--- src/lc4_pkg.sv ---
package lc4_pkg;

   typedef logic [15:0] word_t;
   typedef logic [2:0]  reg_sel_t;
   typedef logic [2:0]  nzp_t;

   localparam int    num_regs         = 8;
   localparam word_t pc_reset_default = 16'h8200;

   // executed subset, nop must stay at zero
   typedef enum logic [3:0] {
      op_nop,
      op_add,
      op_sub,
      op_add_imm,
      op_and,
      op_or,
      op_xor,
      op_const,
      op_ldr,
      op_str
   } alu_op_e;

   typedef enum logic [1:0] {
      stall_none     = 2'd0,
      stall_ss       = 2'd1,  // held behind the older lane
      stall_empty    = 2'd2,
      stall_load_use = 2'd3
   } stall_e;

   typedef enum logic [1:0] {
      sk_go,
      sk_stall_both,
      sk_hold_b_load,
      sk_hold_b_ss
   } stall_kind_e;

   typedef struct packed {
      alu_op_e  op;
      reg_sel_t rs;
      reg_sel_t rt;        // data register for str
      reg_sel_t rd;
      logic     rs_re;
      logic     rt_re;
      logic     rd_we;
      logic     is_load;
      logic     is_store;
      word_t    imm;       // sign extended
   } dec_s;

endpackage

--- src/lane_if.sv ---
`timescale 1ns/1ps

interface lane_if;
   import lc4_pkg::*;

   reg_sel_t x_rd;
   logic     x_rd_we;
   logic     x_is_load;
   stall_e   x_stall;
   reg_sel_t m_rd;
   logic     m_rd_we;
   word_t    m_result;      // alu result or memory address
   logic     m_is_load;
   logic     m_is_store;
   reg_sel_t m_rt;
   word_t    m_store_data;
   stall_e   m_stall;
   reg_sel_t w_rd;
   logic     w_rd_we;
   word_t    w_data;

   modport lane (output x_rd, x_rd_we, x_is_load, x_stall, m_rd, m_rd_we, m_result,
                 m_is_load, m_is_store, m_rt, m_store_data, m_stall, w_rd, w_rd_we, w_data);
   modport peer (input m_rd, m_rd_we, m_result, m_stall, w_rd, w_rd_we, w_data);
   modport ctrl (input x_rd, x_rd_we, x_is_load, x_stall);
   modport mem  (input m_rd, m_rd_we, m_result, m_is_load, m_is_store, m_rt, m_store_data,
                 m_stall);
   modport wr   (input w_rd, w_rd_we, w_data);

endinterface

--- src/dmem_port.sv ---
`timescale 1ns/1ps

module dmem_port (
   lane_if.mem            i_lane_a,
   lane_if.mem            i_lane_b,
   input  lc4_pkg::word_t i_dmem_data,
   output lc4_pkg::word_t o_dmem_addr,
   output logic           o_dmem_we,
   output lc4_pkg::word_t o_dmem_wdata,
   output lc4_pkg::word_t o_rdata
);
   import lc4_pkg::*;

   logic  acc_a;
   logic  acc_b;
   logic  mm_hit;
   word_t wdata_b;

   assign acc_a = (i_lane_a.m_stall == stall_none)
                  && (i_lane_a.m_is_load || i_lane_a.m_is_store);
   assign acc_b = (i_lane_b.m_stall == stall_none)
                  && (i_lane_b.m_is_load || i_lane_b.m_is_store);

   // MM bypass, a's result lands one stage too late for b's execute
   assign mm_hit  = (i_lane_a.m_stall == stall_none) && i_lane_a.m_rd_we
                    && !i_lane_a.m_is_load && (i_lane_a.m_rd == i_lane_b.m_rt);
   assign wdata_b = mm_hit ? i_lane_a.m_result : i_lane_b.m_store_data;

   assign o_dmem_addr  = acc_a ? i_lane_a.m_result : acc_b ? i_lane_b.m_result : '0;
   assign o_dmem_we    = (acc_a && i_lane_a.m_is_store) || (acc_b && i_lane_b.m_is_store);
   assign o_dmem_wdata = (acc_a && i_lane_a.m_is_store) ? i_lane_a.m_store_data : wdata_b;
   assign o_rdata      = i_dmem_data;

   // hazard case 4 splits every memory pair
   always_comb begin
      a_one_access: assert final ((acc_a && acc_b) !== 1'b1);
   end

endmodule

--- src/exec_lane.sv ---
`timescale 1ns/1ps

module exec_lane #(
   parameter bit p_is_b = 1'b0   // set for the younger lane
) (
   input  logic              gwe,
   input  logic              i_rst_n,
   input  lc4_pkg::dec_s     i_dec,
   input  lc4_pkg::word_t    i_pc,
   input  lc4_pkg::word_t    i_rs_data,
   input  lc4_pkg::word_t    i_rt_data,
   input  lc4_pkg::stall_e   i_bubble,
   input  lc4_pkg::word_t    i_dmem_rdata,
   lane_if.lane              o_lane,
   lane_if.peer              i_peer,
   output lc4_pkg::stall_e   o_wb_stall,
   output lc4_pkg::word_t    o_wb_pc,
   output logic              o_wb_rf_we,
   output lc4_pkg::reg_sel_t o_wb_rf_wsel,
   output lc4_pkg::word_t    o_wb_rf_data,
   output lc4_pkg::nzp_t     o_wb_nzp
);
   import lc4_pkg::*;

   logic     d_empty;     // decode still holds its reset pair
   stall_e   d_code;
   dec_s     x_dec;
   word_t    x_pc, x_rs_data, x_rt_data;
   stall_e   x_stall, m_stall, w_stall;
   word_t    rs_fwd, rt_fwd, alu;
   reg_sel_t m_rd, m_rt, w_rd;
   logic     m_rd_we, m_is_load, m_is_store;
   logic     w_rd_we, w_is_load;
   word_t    m_result, m_store_data, m_pc;
   word_t    w_result, w_ldata, w_pc, w_data;
   reg_sel_t src_rd [4];   // bypass sources, youngest first
   logic     src_ok [4];
   word_t    src_data [4];

   assign d_code = d_empty ? stall_empty : i_bubble;

   always_ff @(posedge gwe) begin
      if (!i_rst_n) begin
         d_empty    <= 1'b1;
         x_stall    <= stall_empty;
         x_dec      <= '0;
         m_stall    <= stall_empty;
         m_rd_we    <= 1'b0;
         m_is_load  <= 1'b0;
         m_is_store <= 1'b0;
         w_stall    <= stall_empty;
         w_rd_we    <= 1'b0;
         w_is_load  <= 1'b0;
      end else begin
         d_empty    <= 1'b0;
         x_stall    <= d_code;
         x_dec      <= (d_code == stall_none) ? i_dec : '0;  // bubble drops all effects
         m_stall    <= x_stall;
         m_rd_we    <= x_dec.rd_we;
         m_is_load  <= x_dec.is_load;
         m_is_store <= x_dec.is_store;
         w_stall    <= m_stall;
         w_rd_we    <= m_rd_we;
         w_is_load  <= m_is_load;
      end
   end

   always_ff @(posedge gwe) begin
      x_pc         <= i_pc;
      x_rs_data    <= i_rs_data;
      x_rt_data    <= i_rt_data;
      m_pc         <= x_pc;
      m_rd         <= x_dec.rd;
      m_rt         <= x_dec.rt;
      m_result     <= alu;
      m_store_data <= rt_fwd;
      w_pc         <= m_pc;
      w_rd         <= m_rd;
      w_result     <= m_result;
      w_ldata      <= i_dmem_rdata;   // only kept when this lane loaded
   end

   always_comb begin
      if (p_is_b) begin
         src_rd   = '{m_rd, i_peer.m_rd, w_rd, i_peer.w_rd};
         src_ok   = '{m_rd_we && m_stall == stall_none,
                      i_peer.m_rd_we && i_peer.m_stall == stall_none,
                      w_rd_we, i_peer.w_rd_we};
         src_data = '{m_result, i_peer.m_result, w_data, i_peer.w_data};
      end else begin
         src_rd   = '{i_peer.m_rd, m_rd, i_peer.w_rd, w_rd};
         src_ok   = '{i_peer.m_rd_we && i_peer.m_stall == stall_none,
                      m_rd_we && m_stall == stall_none,
                      i_peer.w_rd_we, w_rd_we};
         src_data = '{i_peer.m_result, m_result, i_peer.w_data, w_data};
      end
   end

   // MX and WX bypass, last hit in the loop is the youngest
   always_comb begin
      rs_fwd = x_rs_data;
      rt_fwd = x_rt_data;
      for (int i = 3; i >= 0; i--) begin
         if (src_ok[i] && src_rd[i] == x_dec.rs) rs_fwd = src_data[i];
         if (src_ok[i] && src_rd[i] == x_dec.rt) rt_fwd = src_data[i];
      end
   end

   always_comb begin
      case (x_dec.op)
         op_add:                     alu = rs_fwd + rt_fwd;
         op_sub:                     alu = rs_fwd - rt_fwd;
         op_add_imm, op_ldr, op_str: alu = rs_fwd + x_dec.imm;  // address for memory ops
         op_and:                     alu = rs_fwd & rt_fwd;
         op_or:                      alu = rs_fwd | rt_fwd;
         op_xor:                     alu = rs_fwd ^ rt_fwd;
         op_const:                   alu = x_dec.imm;
         default:                    alu = '0;
      endcase
   end

   assign w_data = w_is_load ? w_ldata : w_result;

   assign o_lane.x_rd         = x_dec.rd;
   assign o_lane.x_rd_we      = x_dec.rd_we;
   assign o_lane.x_is_load    = x_dec.is_load;
   assign o_lane.x_stall      = x_stall;
   assign o_lane.m_rd         = m_rd;
   assign o_lane.m_rd_we      = m_rd_we;
   assign o_lane.m_result     = m_result;
   assign o_lane.m_is_load    = m_is_load;
   assign o_lane.m_is_store   = m_is_store;
   assign o_lane.m_rt         = m_rt;
   assign o_lane.m_store_data = m_store_data;
   assign o_lane.m_stall      = m_stall;
   assign o_lane.w_rd         = w_rd;
   assign o_lane.w_rd_we      = w_rd_we;
   assign o_lane.w_data       = w_data;

   assign o_wb_stall   = w_stall;
   assign o_wb_pc      = w_pc;
   assign o_wb_rf_we   = w_rd_we;
   assign o_wb_rf_wsel = w_rd;
   assign o_wb_rf_data = w_data;
   assign o_wb_nzp     = w_data[15] ? 3'b100 : (w_data == '0) ? 3'b010 : 3'b001;

endmodule

--- src/fetch_pair.sv ---
`timescale 1ns/1ps

module fetch_pair #(
   parameter lc4_pkg::word_t p_pc_reset = lc4_pkg::pc_reset_default
) (
   input  logic                 gwe,
   input  logic                 i_rst_n,
   input  lc4_pkg::word_t       i_insn_a,
   input  lc4_pkg::word_t       i_insn_b,
   input  lc4_pkg::stall_kind_e i_stall_kind,
   output lc4_pkg::word_t       o_pc,
   output lc4_pkg::word_t       o_d_insn_a,
   output lc4_pkg::word_t       o_d_insn_b,
   output lc4_pkg::word_t       o_d_pc_a,
   output lc4_pkg::word_t       o_d_pc_b
);
   import lc4_pkg::*;

   always_ff @(posedge gwe) begin
      if (!i_rst_n) begin
         o_pc       <= p_pc_reset;
         o_d_insn_a <= '0;   // nop pair before the first fetch
         o_d_insn_b <= '0;
         o_d_pc_a   <= '0;
         o_d_pc_b   <= '0;
      end else begin
         unique case (i_stall_kind)
            sk_go: begin
               o_pc       <= o_pc + 16'd2;
               o_d_insn_a <= i_insn_a;
               o_d_insn_b <= i_insn_b;
               o_d_pc_a   <= o_pc;
               o_d_pc_b   <= o_pc + 16'd1;
            end
            sk_hold_b_load, sk_hold_b_ss: begin
               o_pc       <= o_pc + 16'd1;   // held b slides into a
               o_d_insn_a <= o_d_insn_b;
               o_d_insn_b <= i_insn_a;
               o_d_pc_a   <= o_d_pc_b;
               o_d_pc_b   <= o_pc;
            end
            default: ;                     // stall_both, keep pc and pair
         endcase
      end
   end

   a_kind_known: assert property (@(posedge gwe) disable iff (!i_rst_n)
      !$isunknown(i_stall_kind));

endmodule

--- src/hazard_ctrl.sv ---
`timescale 1ns/1ps

module hazard_ctrl (
   input  lc4_pkg::dec_s        i_dec_a,
   input  lc4_pkg::dec_s        i_dec_b,
   lane_if.ctrl                 i_lane_a,
   lane_if.ctrl                 i_lane_b,
   output lc4_pkg::stall_kind_e o_stall_kind,
   output lc4_pkg::stall_e      o_bubble_a,
   output lc4_pkg::stall_e      o_bubble_b
);
   import lc4_pkg::*;

   logic ld_a;       // live load in execute, lane a
   logic ld_b;
   logic use_a;
   logic use_b;
   logic dep_ab;
   logic mem_both;

   function automatic logic reads(dec_s d, reg_sel_t r);
      return (d.rs_re && d.rs == r) || (d.rt_re && d.rt == r);
   endfunction

   assign ld_b = (i_lane_b.x_stall == stall_none) && i_lane_b.x_is_load;

   // a younger writer of the same register in lane b hides the lane a load
   assign ld_a = (i_lane_a.x_stall == stall_none) && i_lane_a.x_is_load
                 && !((i_lane_b.x_stall == stall_none) && i_lane_b.x_rd_we
                      && i_lane_b.x_rd == i_lane_a.x_rd);

   // store data register counts as a read here
   assign use_a = (ld_a && reads(i_dec_a, i_lane_a.x_rd))
                  || (ld_b && reads(i_dec_a, i_lane_b.x_rd));
   assign use_b = (ld_a && reads(i_dec_b, i_lane_a.x_rd))
                  || (ld_b && reads(i_dec_b, i_lane_b.x_rd));

   // store data from a is covered in memory, so b's store rt is exempt
   assign dep_ab = i_dec_a.rd_we
                   && ((i_dec_b.rs_re && i_dec_b.rs == i_dec_a.rd)
                       || (!i_dec_b.is_store && i_dec_b.rt_re && i_dec_b.rt == i_dec_a.rd));

   assign mem_both = (i_dec_a.is_load || i_dec_a.is_store)
                     && (i_dec_b.is_load || i_dec_b.is_store);

   always_comb begin
      o_stall_kind = sk_go;
      o_bubble_a   = stall_none;
      o_bubble_b   = stall_none;
      if (use_a) begin                     // case 1
         o_stall_kind = sk_stall_both;
         o_bubble_a   = stall_load_use;
         o_bubble_b   = stall_load_use;
      end else if (dep_ab || mem_both) begin  // cases 3 and 4
         o_stall_kind = sk_hold_b_ss;
         o_bubble_b   = stall_ss;
      end else if (use_b) begin            // case 2
         o_stall_kind = sk_hold_b_load;
         o_bubble_b   = stall_load_use;
      end
   end

endmodule

--- src/lc4_decoder.sv ---
`timescale 1ns/1ps

module lc4_decoder (
   input  lc4_pkg::word_t i_insn,
   output lc4_pkg::dec_s  o_dec
);
   import lc4_pkg::*;

   alu_op_e op;
   word_t   imm5;
   word_t   imm6;
   word_t   imm9;

   assign imm5 = {{11{i_insn[4]}}, i_insn[4:0]};
   assign imm6 = {{10{i_insn[5]}}, i_insn[5:0]};
   assign imm9 = {{7{i_insn[8]}}, i_insn[8:0]};

   always_comb begin
      case (i_insn[15:12])
         4'b0001: casez (i_insn[5:3])
            3'b000:  op = op_add;
            3'b010:  op = op_sub;
            3'b1??:  op = op_add_imm;
            default: op = op_nop;     // mul, div not supported
         endcase
         4'b0101: case (i_insn[5:3])
            3'b000:  op = op_and;
            3'b010:  op = op_or;
            3'b011:  op = op_xor;
            default: op = op_nop;
         endcase
         4'b0110: op = op_ldr;
         4'b0111: op = op_str;
         4'b1001: op = op_const;
         default: op = op_nop;        // branches and the rest
      endcase
   end

   // flags follow from the op, so a nop never reads or writes
   always_comb begin
      o_dec.op       = op;
      o_dec.rd       = i_insn[11:9];
      o_dec.rs       = i_insn[8:6];
      o_dec.rt       = (op == op_str) ? i_insn[11:9] : i_insn[2:0];
      o_dec.rs_re    = (op != op_nop) && (op != op_const);
      o_dec.rt_re    = op inside {op_add, op_sub, op_and, op_or, op_xor, op_str};
      o_dec.rd_we    = (op != op_nop) && (op != op_str);
      o_dec.is_load  = (op == op_ldr);
      o_dec.is_store = (op == op_str);
      case (op)
         op_add_imm:     o_dec.imm = imm5;
         op_ldr, op_str: o_dec.imm = imm6;
         op_const:       o_dec.imm = imm9;
         default:        o_dec.imm = '0;
      endcase
   end

endmodule

--- src/lc4_regfile_ss.sv ---
`timescale 1ns/1ps

module lc4_regfile_ss (
   input  logic              gwe,
   input  logic              i_rst_n,
   input  lc4_pkg::reg_sel_t i_rs_a,
   input  lc4_pkg::reg_sel_t i_rt_a,
   input  lc4_pkg::reg_sel_t i_rs_b,
   input  lc4_pkg::reg_sel_t i_rt_b,
   lane_if.wr                i_wr_a,
   lane_if.wr                i_wr_b,
   output lc4_pkg::word_t    o_rs_data_a,
   output lc4_pkg::word_t    o_rt_data_a,
   output lc4_pkg::word_t    o_rs_data_b,
   output lc4_pkg::word_t    o_rt_data_b
);
   import lc4_pkg::*;

   word_t    regs [num_regs];
   reg_sel_t rsel [4];
   word_t    rdat [4];

   always_ff @(posedge gwe) begin
      if (!i_rst_n) begin
         for (int i = 0; i < num_regs; i++)
            regs[i] <= '0;
      end else begin
         if (i_wr_a.w_rd_we) regs[i_wr_a.w_rd] <= i_wr_a.w_data;
         if (i_wr_b.w_rd_we) regs[i_wr_b.w_rd] <= i_wr_b.w_data;  // b is younger, wins
      end
   end

   assign rsel = '{i_rs_a, i_rt_a, i_rs_b, i_rt_b};

   // write-through, same order as the write above
   always_comb begin
      for (int i = 0; i < 4; i++) begin
         rdat[i] = regs[rsel[i]];
         if (i_wr_a.w_rd_we && i_wr_a.w_rd == rsel[i]) rdat[i] = i_wr_a.w_data;
         if (i_wr_b.w_rd_we && i_wr_b.w_rd == rsel[i]) rdat[i] = i_wr_b.w_data;
      end
   end

   assign o_rs_data_a = rdat[0];
   assign o_rt_data_a = rdat[1];
   assign o_rs_data_b = rdat[2];
   assign o_rt_data_b = rdat[3];

endmodule

--- src/lc4_superscalar.sv ---
`timescale 1ns/1ps

module lc4_superscalar #(
   parameter lc4_pkg::word_t p_pc_reset = lc4_pkg::pc_reset_default
) (
   input  logic              gwe,
   input  logic              i_rst_n,
   input  lc4_pkg::word_t    i_insn_a,
   input  lc4_pkg::word_t    i_insn_b,
   input  lc4_pkg::word_t    i_dmem_data,
   output lc4_pkg::word_t    o_pc,
   output lc4_pkg::word_t    o_dmem_addr,
   output logic              o_dmem_we,
   output lc4_pkg::word_t    o_dmem_wdata,
   output lc4_pkg::stall_e   o_wb_stall_a,
   output lc4_pkg::stall_e   o_wb_stall_b,
   output lc4_pkg::word_t    o_wb_pc_a,
   output lc4_pkg::word_t    o_wb_pc_b,
   output logic              o_wb_rf_we_a,
   output logic              o_wb_rf_we_b,
   output lc4_pkg::reg_sel_t o_wb_rf_wsel_a,
   output lc4_pkg::reg_sel_t o_wb_rf_wsel_b,
   output lc4_pkg::word_t    o_wb_rf_data_a,
   output lc4_pkg::word_t    o_wb_rf_data_b,
   output lc4_pkg::nzp_t     o_wb_nzp_a,
   output lc4_pkg::nzp_t     o_wb_nzp_b
);
   import lc4_pkg::*;

   word_t       d_insn_a, d_insn_b, d_pc_a, d_pc_b;
   dec_s        dec_a, dec_b;
   stall_kind_e stall_kind;
   stall_e      bubble_a, bubble_b;
   word_t       rs_data_a, rt_data_a, rs_data_b, rt_data_b;
   word_t       dmem_rdata;

   lane_if lane_a ();
   lane_if lane_b ();

   fetch_pair #(.p_pc_reset(p_pc_reset)) u_fetch (
      .gwe(gwe), .i_rst_n(i_rst_n),
      .i_insn_a(i_insn_a), .i_insn_b(i_insn_b), .i_stall_kind(stall_kind),
      .o_pc(o_pc), .o_d_insn_a(d_insn_a), .o_d_insn_b(d_insn_b),
      .o_d_pc_a(d_pc_a), .o_d_pc_b(d_pc_b)
   );

   lc4_decoder u_dec_a (.i_insn(d_insn_a), .o_dec(dec_a));
   lc4_decoder u_dec_b (.i_insn(d_insn_b), .o_dec(dec_b));

   hazard_ctrl u_hazard (
      .i_dec_a(dec_a), .i_dec_b(dec_b), .i_lane_a(lane_a), .i_lane_b(lane_b),
      .o_stall_kind(stall_kind), .o_bubble_a(bubble_a), .o_bubble_b(bubble_b)
   );

   lc4_regfile_ss u_rf (
      .gwe(gwe), .i_rst_n(i_rst_n),
      .i_rs_a(dec_a.rs), .i_rt_a(dec_a.rt), .i_rs_b(dec_b.rs), .i_rt_b(dec_b.rt),
      .i_wr_a(lane_a), .i_wr_b(lane_b),
      .o_rs_data_a(rs_data_a), .o_rt_data_a(rt_data_a),
      .o_rs_data_b(rs_data_b), .o_rt_data_b(rt_data_b)
   );

   exec_lane #(.p_is_b(1'b0)) u_lane_a (
      .gwe(gwe), .i_rst_n(i_rst_n), .i_dec(dec_a), .i_pc(d_pc_a),
      .i_rs_data(rs_data_a), .i_rt_data(rt_data_a), .i_bubble(bubble_a),
      .i_dmem_rdata(dmem_rdata), .o_lane(lane_a), .i_peer(lane_b),
      .o_wb_stall(o_wb_stall_a), .o_wb_pc(o_wb_pc_a), .o_wb_rf_we(o_wb_rf_we_a),
      .o_wb_rf_wsel(o_wb_rf_wsel_a), .o_wb_rf_data(o_wb_rf_data_a), .o_wb_nzp(o_wb_nzp_a)
   );

   exec_lane #(.p_is_b(1'b1)) u_lane_b (
      .gwe(gwe), .i_rst_n(i_rst_n), .i_dec(dec_b), .i_pc(d_pc_b),
      .i_rs_data(rs_data_b), .i_rt_data(rt_data_b), .i_bubble(bubble_b),
      .i_dmem_rdata(dmem_rdata), .o_lane(lane_b), .i_peer(lane_a),
      .o_wb_stall(o_wb_stall_b), .o_wb_pc(o_wb_pc_b), .o_wb_rf_we(o_wb_rf_we_b),
      .o_wb_rf_wsel(o_wb_rf_wsel_b), .o_wb_rf_data(o_wb_rf_data_b), .o_wb_nzp(o_wb_nzp_b)
   );

   dmem_port u_dmem (
      .i_lane_a(lane_a), .i_lane_b(lane_b), .i_dmem_data(i_dmem_data),
      .o_dmem_addr(o_dmem_addr), .o_dmem_we(o_dmem_we), .o_dmem_wdata(o_dmem_wdata),
      .o_rdata(dmem_rdata)
   );

endmodule

--- config.mk ---
export PLATFORM = sky130hd
export DESIGN_NAME = lc4_superscalar
export DESIGN_NICKNAME = d
export VERILOG_FILES = /design/src/lc4_pkg.sv /design/src/lane_if.sv /design/src/dmem_port.sv /design/src/exec_lane.sv /design/src/fetch_pair.sv /design/src/hazard_ctrl.sv /design/src/lc4_decoder.sv /design/src/lc4_regfile_ss.sv /design/src/lc4_superscalar.sv
export SDC_FILE = /design/constraint.sdc
export NUM_CORES = 2
export LEC_CHECK = 0
export ABC_CLOCK_PERIOD_IN_PS = 5900
export BUFFER_PORTS_ARGS = -buffer_cell sky130_fd_sc_hd__buf_4
export CORE_ASPECT_RATIO = 0.8
export CORE_MARGIN = 2
export CORE_UTILIZATION = 63
export DETAILED_ROUTE_END_ITERATION = 8
export PLACE_DENSITY_LB_ADDON = 0.12
export SYNTH_ARGS = -nofsm -noshare
export SYNTH_HDL_FRONTEND = slang
export SYNTH_HIERARCHICAL = 1
export SYNTH_SLANG_ARGS = --single-unit
--- constraint.sdc ---
create_clock -name gwe -period 5.9 [get_ports gwe]
set_input_delay 0.885 -clock gwe [delete_from_list [all_inputs] [get_ports gwe]]
set_output_delay 0.885 -clock gwe [all_outputs]
set_load 0.005 [all_outputs]
==> flow_summary.ini <==
[drt]
wirelength_mm = 122
drc = 2
vias = 28392
wl_per_cell_um = 30.1
via_per_inst = 6.99
drtPass1Iterations = 9
detail-route-antenna-nets = 0
drtIter0Drc = 4283

[layout]
largest_reg_flops = 128
fin_nets = 3466
nFillCells = 3917
drive_gt1_frac = 0.193
top_register = u_rf/regs
syn2layout_area_growth_pct = 9.25
top_regs = u_rf/regs: 128 flops, u_lane_a/x_dec: 27 flops, u_lane_b/x_dec: 27 flops

[clock_network]
cts_sinks = 599
clk_pin_slew_worst_paths_ps = 70
root_buffer = clkbuf_16
clock_latency_ps = 660
clockBufferDepth = 3
h-tree-depth = 2
numCtsBuffers = 58
cts_tree = done

[critical_path]
cp_top_family = compound AO/OA/AOI/OAI gates
path_cells = buf_4 -> nor3b_1 -> nand4_1 -> nor2_4 -> a22oi_1 -> nor2b_1 -> ha_1 -> a22oi_1 -> o21ai_0 -> fa_1 -> a21o_1 -> a21oi_1 -> o21ai_0 -> a21o_1 -> a21o_1 -> a21oi_1 -> o21ai_0 -> o41a_1 -> a21oi_1 -> xor2_1 -> o21ai_0
required_ps = 6410
critical_path_buf_inv_count = 1
cp_data_arrival_time_ps = 6180
crit_path_end_kind = flip-flop
crit_path_max_incr_delay_ps = 470
cp_max_fo = 15
path_class = flip-flop to flip-flop
cp-start-kind = flip-flop
worst_path_most_repeated_cell = o21ai_0
cpMaxStageDelayCell = nor2_4

[timing]
rsz0062_at_grt = false
drv_slew = 0
fmax_ghz = 0.176
final.setup.tns_ps = 0
hold_slack_ps = 324
min_period_ps = 5670
clock-skew-final_ps = 40.0
period_share = 0.961
max_slew_margin = 0.0237
setup_viol = 0
tightest_slew_ps = 1460
hold_viol = 0

[run_status]
status = finished, violations left
violations = design-rule violations

[die]
fp.dieH_um = 214
rows = 76
die_area_um2 = 56900
ios = 181
coreArea_um2 = 54100
fp.dieW_um = 266
start_util = 0.640

[placement]
post-dp-hpwl_mm = 85.2
numPortBuffers = 180
globalplace.congestion = 1.04

[grt]
grt_max_degree = 103
grt_pass1_wl_mm = 175
gr-total-overflow = 0
antenna_found_initial = 8
grt_pass1_vias = 26806
grtUsageTotal = 0.418

[pwr]
p_per_area_nw_per_um2 = 279
peakVddDrop_uv = 255
leakage_uw = 0.0160

[yosys]
syn_inst = 3291
synth-warning-count = 6
syn_area_per_cell_um2 = 10.5
synth.net_count = 3446
synth.cell_area_um2 = 34600

[hold_path]
min_path_type = flip-flop to flip-flop

[flow_run]
drv_cap = 0
## report_power, final
part / switching [uW] / internal, uW / total, uW
sequential: 199 / 4410 / 4610
combinational: 1210 / 851 / 2070
clock: 1700 / 2190 / 3890
## through the flow
stage / area [um^2] / total power [uW] / worst slack [ps] / instances / utilization
after floorplan: 34600 / 5960 / 787 / 3291 / -
after global placement: 35800 / 6620 / 248 / 3953 / 0.661
after detailed placement: 35800 / 6660 / 157 / 3953 / 0.661
after CTS: 37800 / 10500 / 101 / 4060 / 0.698
after global routing: 37800 / 10900 / 84.7 / 4060 / 0.699
final: 37800 / 10600 / 228 / 4061 / 0.699
## path summary, 6_finish.rpt
| check | start | to | slack (ps) | cells past startpoint |
|---|---|---|---|---|
| worst min register to register | u_lane_a/x_pc[13] | u_lane_a/m_pc[13] | 320 | 0 |
| worst min-delay path | u_lane_a/x_pc[13] | u_lane_a/m_pc[13] | 320 | 0 |
| worst max register to register | u_lane_a/o_lane.m_rd_we | u_lane_b/o_lane.m_result[14] | 230 | 21 |
| worst max-delay path | u_lane_a/o_lane.m_rd_we | u_lane_b/o_lane.m_result[14] | 230 | 21 |
## layout make-up
type,instances,area (um^2),share of cell area
tap,702,878,0.0232
clock inverter,29,313,0.00827
multi-input combinational,2257,19000,0.504
timing repair buffer,305,2290,0.0605
sequential,599,13300,0.351
clock buffer,78,1680,0.0444
inverter,90,340,0.00900
antenna,1,2.50,0.0000661
## metal layers
layer	vias to the layer above	wire, um	GRT usage	part of all wire
met4	8	4410	0.145	0.036
li1	12153	-	-	-
met2	2153	52100	0.624	0.43
met5	-	62	0	0.00051
met3	343	17600	0.147	0.14
met1	13735	48100	0.566	0.39
## what timing repair did
item / CTS / global route
endpoints found under the setup margin: 0 / 3
hold buffers: 0 / 0
resized for setup: 0 / 8
setup buffers: 0 / 0
## placed cells by master, fill, tap and decap left out, drive strengths merged, types with 19 or more instances in the layout
master / n
nand4: 36
o21ai: 173
xor2: 28
dfxtp: 471
a221o: 21
a22oi: 23
clkbuf: 78
inv: 96
a22o: 145
nor3: 25
o221ai: 20
edfxtp: 128
nand2: 215
nor2: 237
a21oi: 154
mux2i: 203
xnor2: 136
buf: 305
mux2: 133
nand2b: 27
a211oi: 19
ha: 103
nand3: 34
and2: 95
a221oi: 20
nor4: 29
o211ai: 30
mux4: 128
Note: power is estimated with default switching activity, not from simulation.
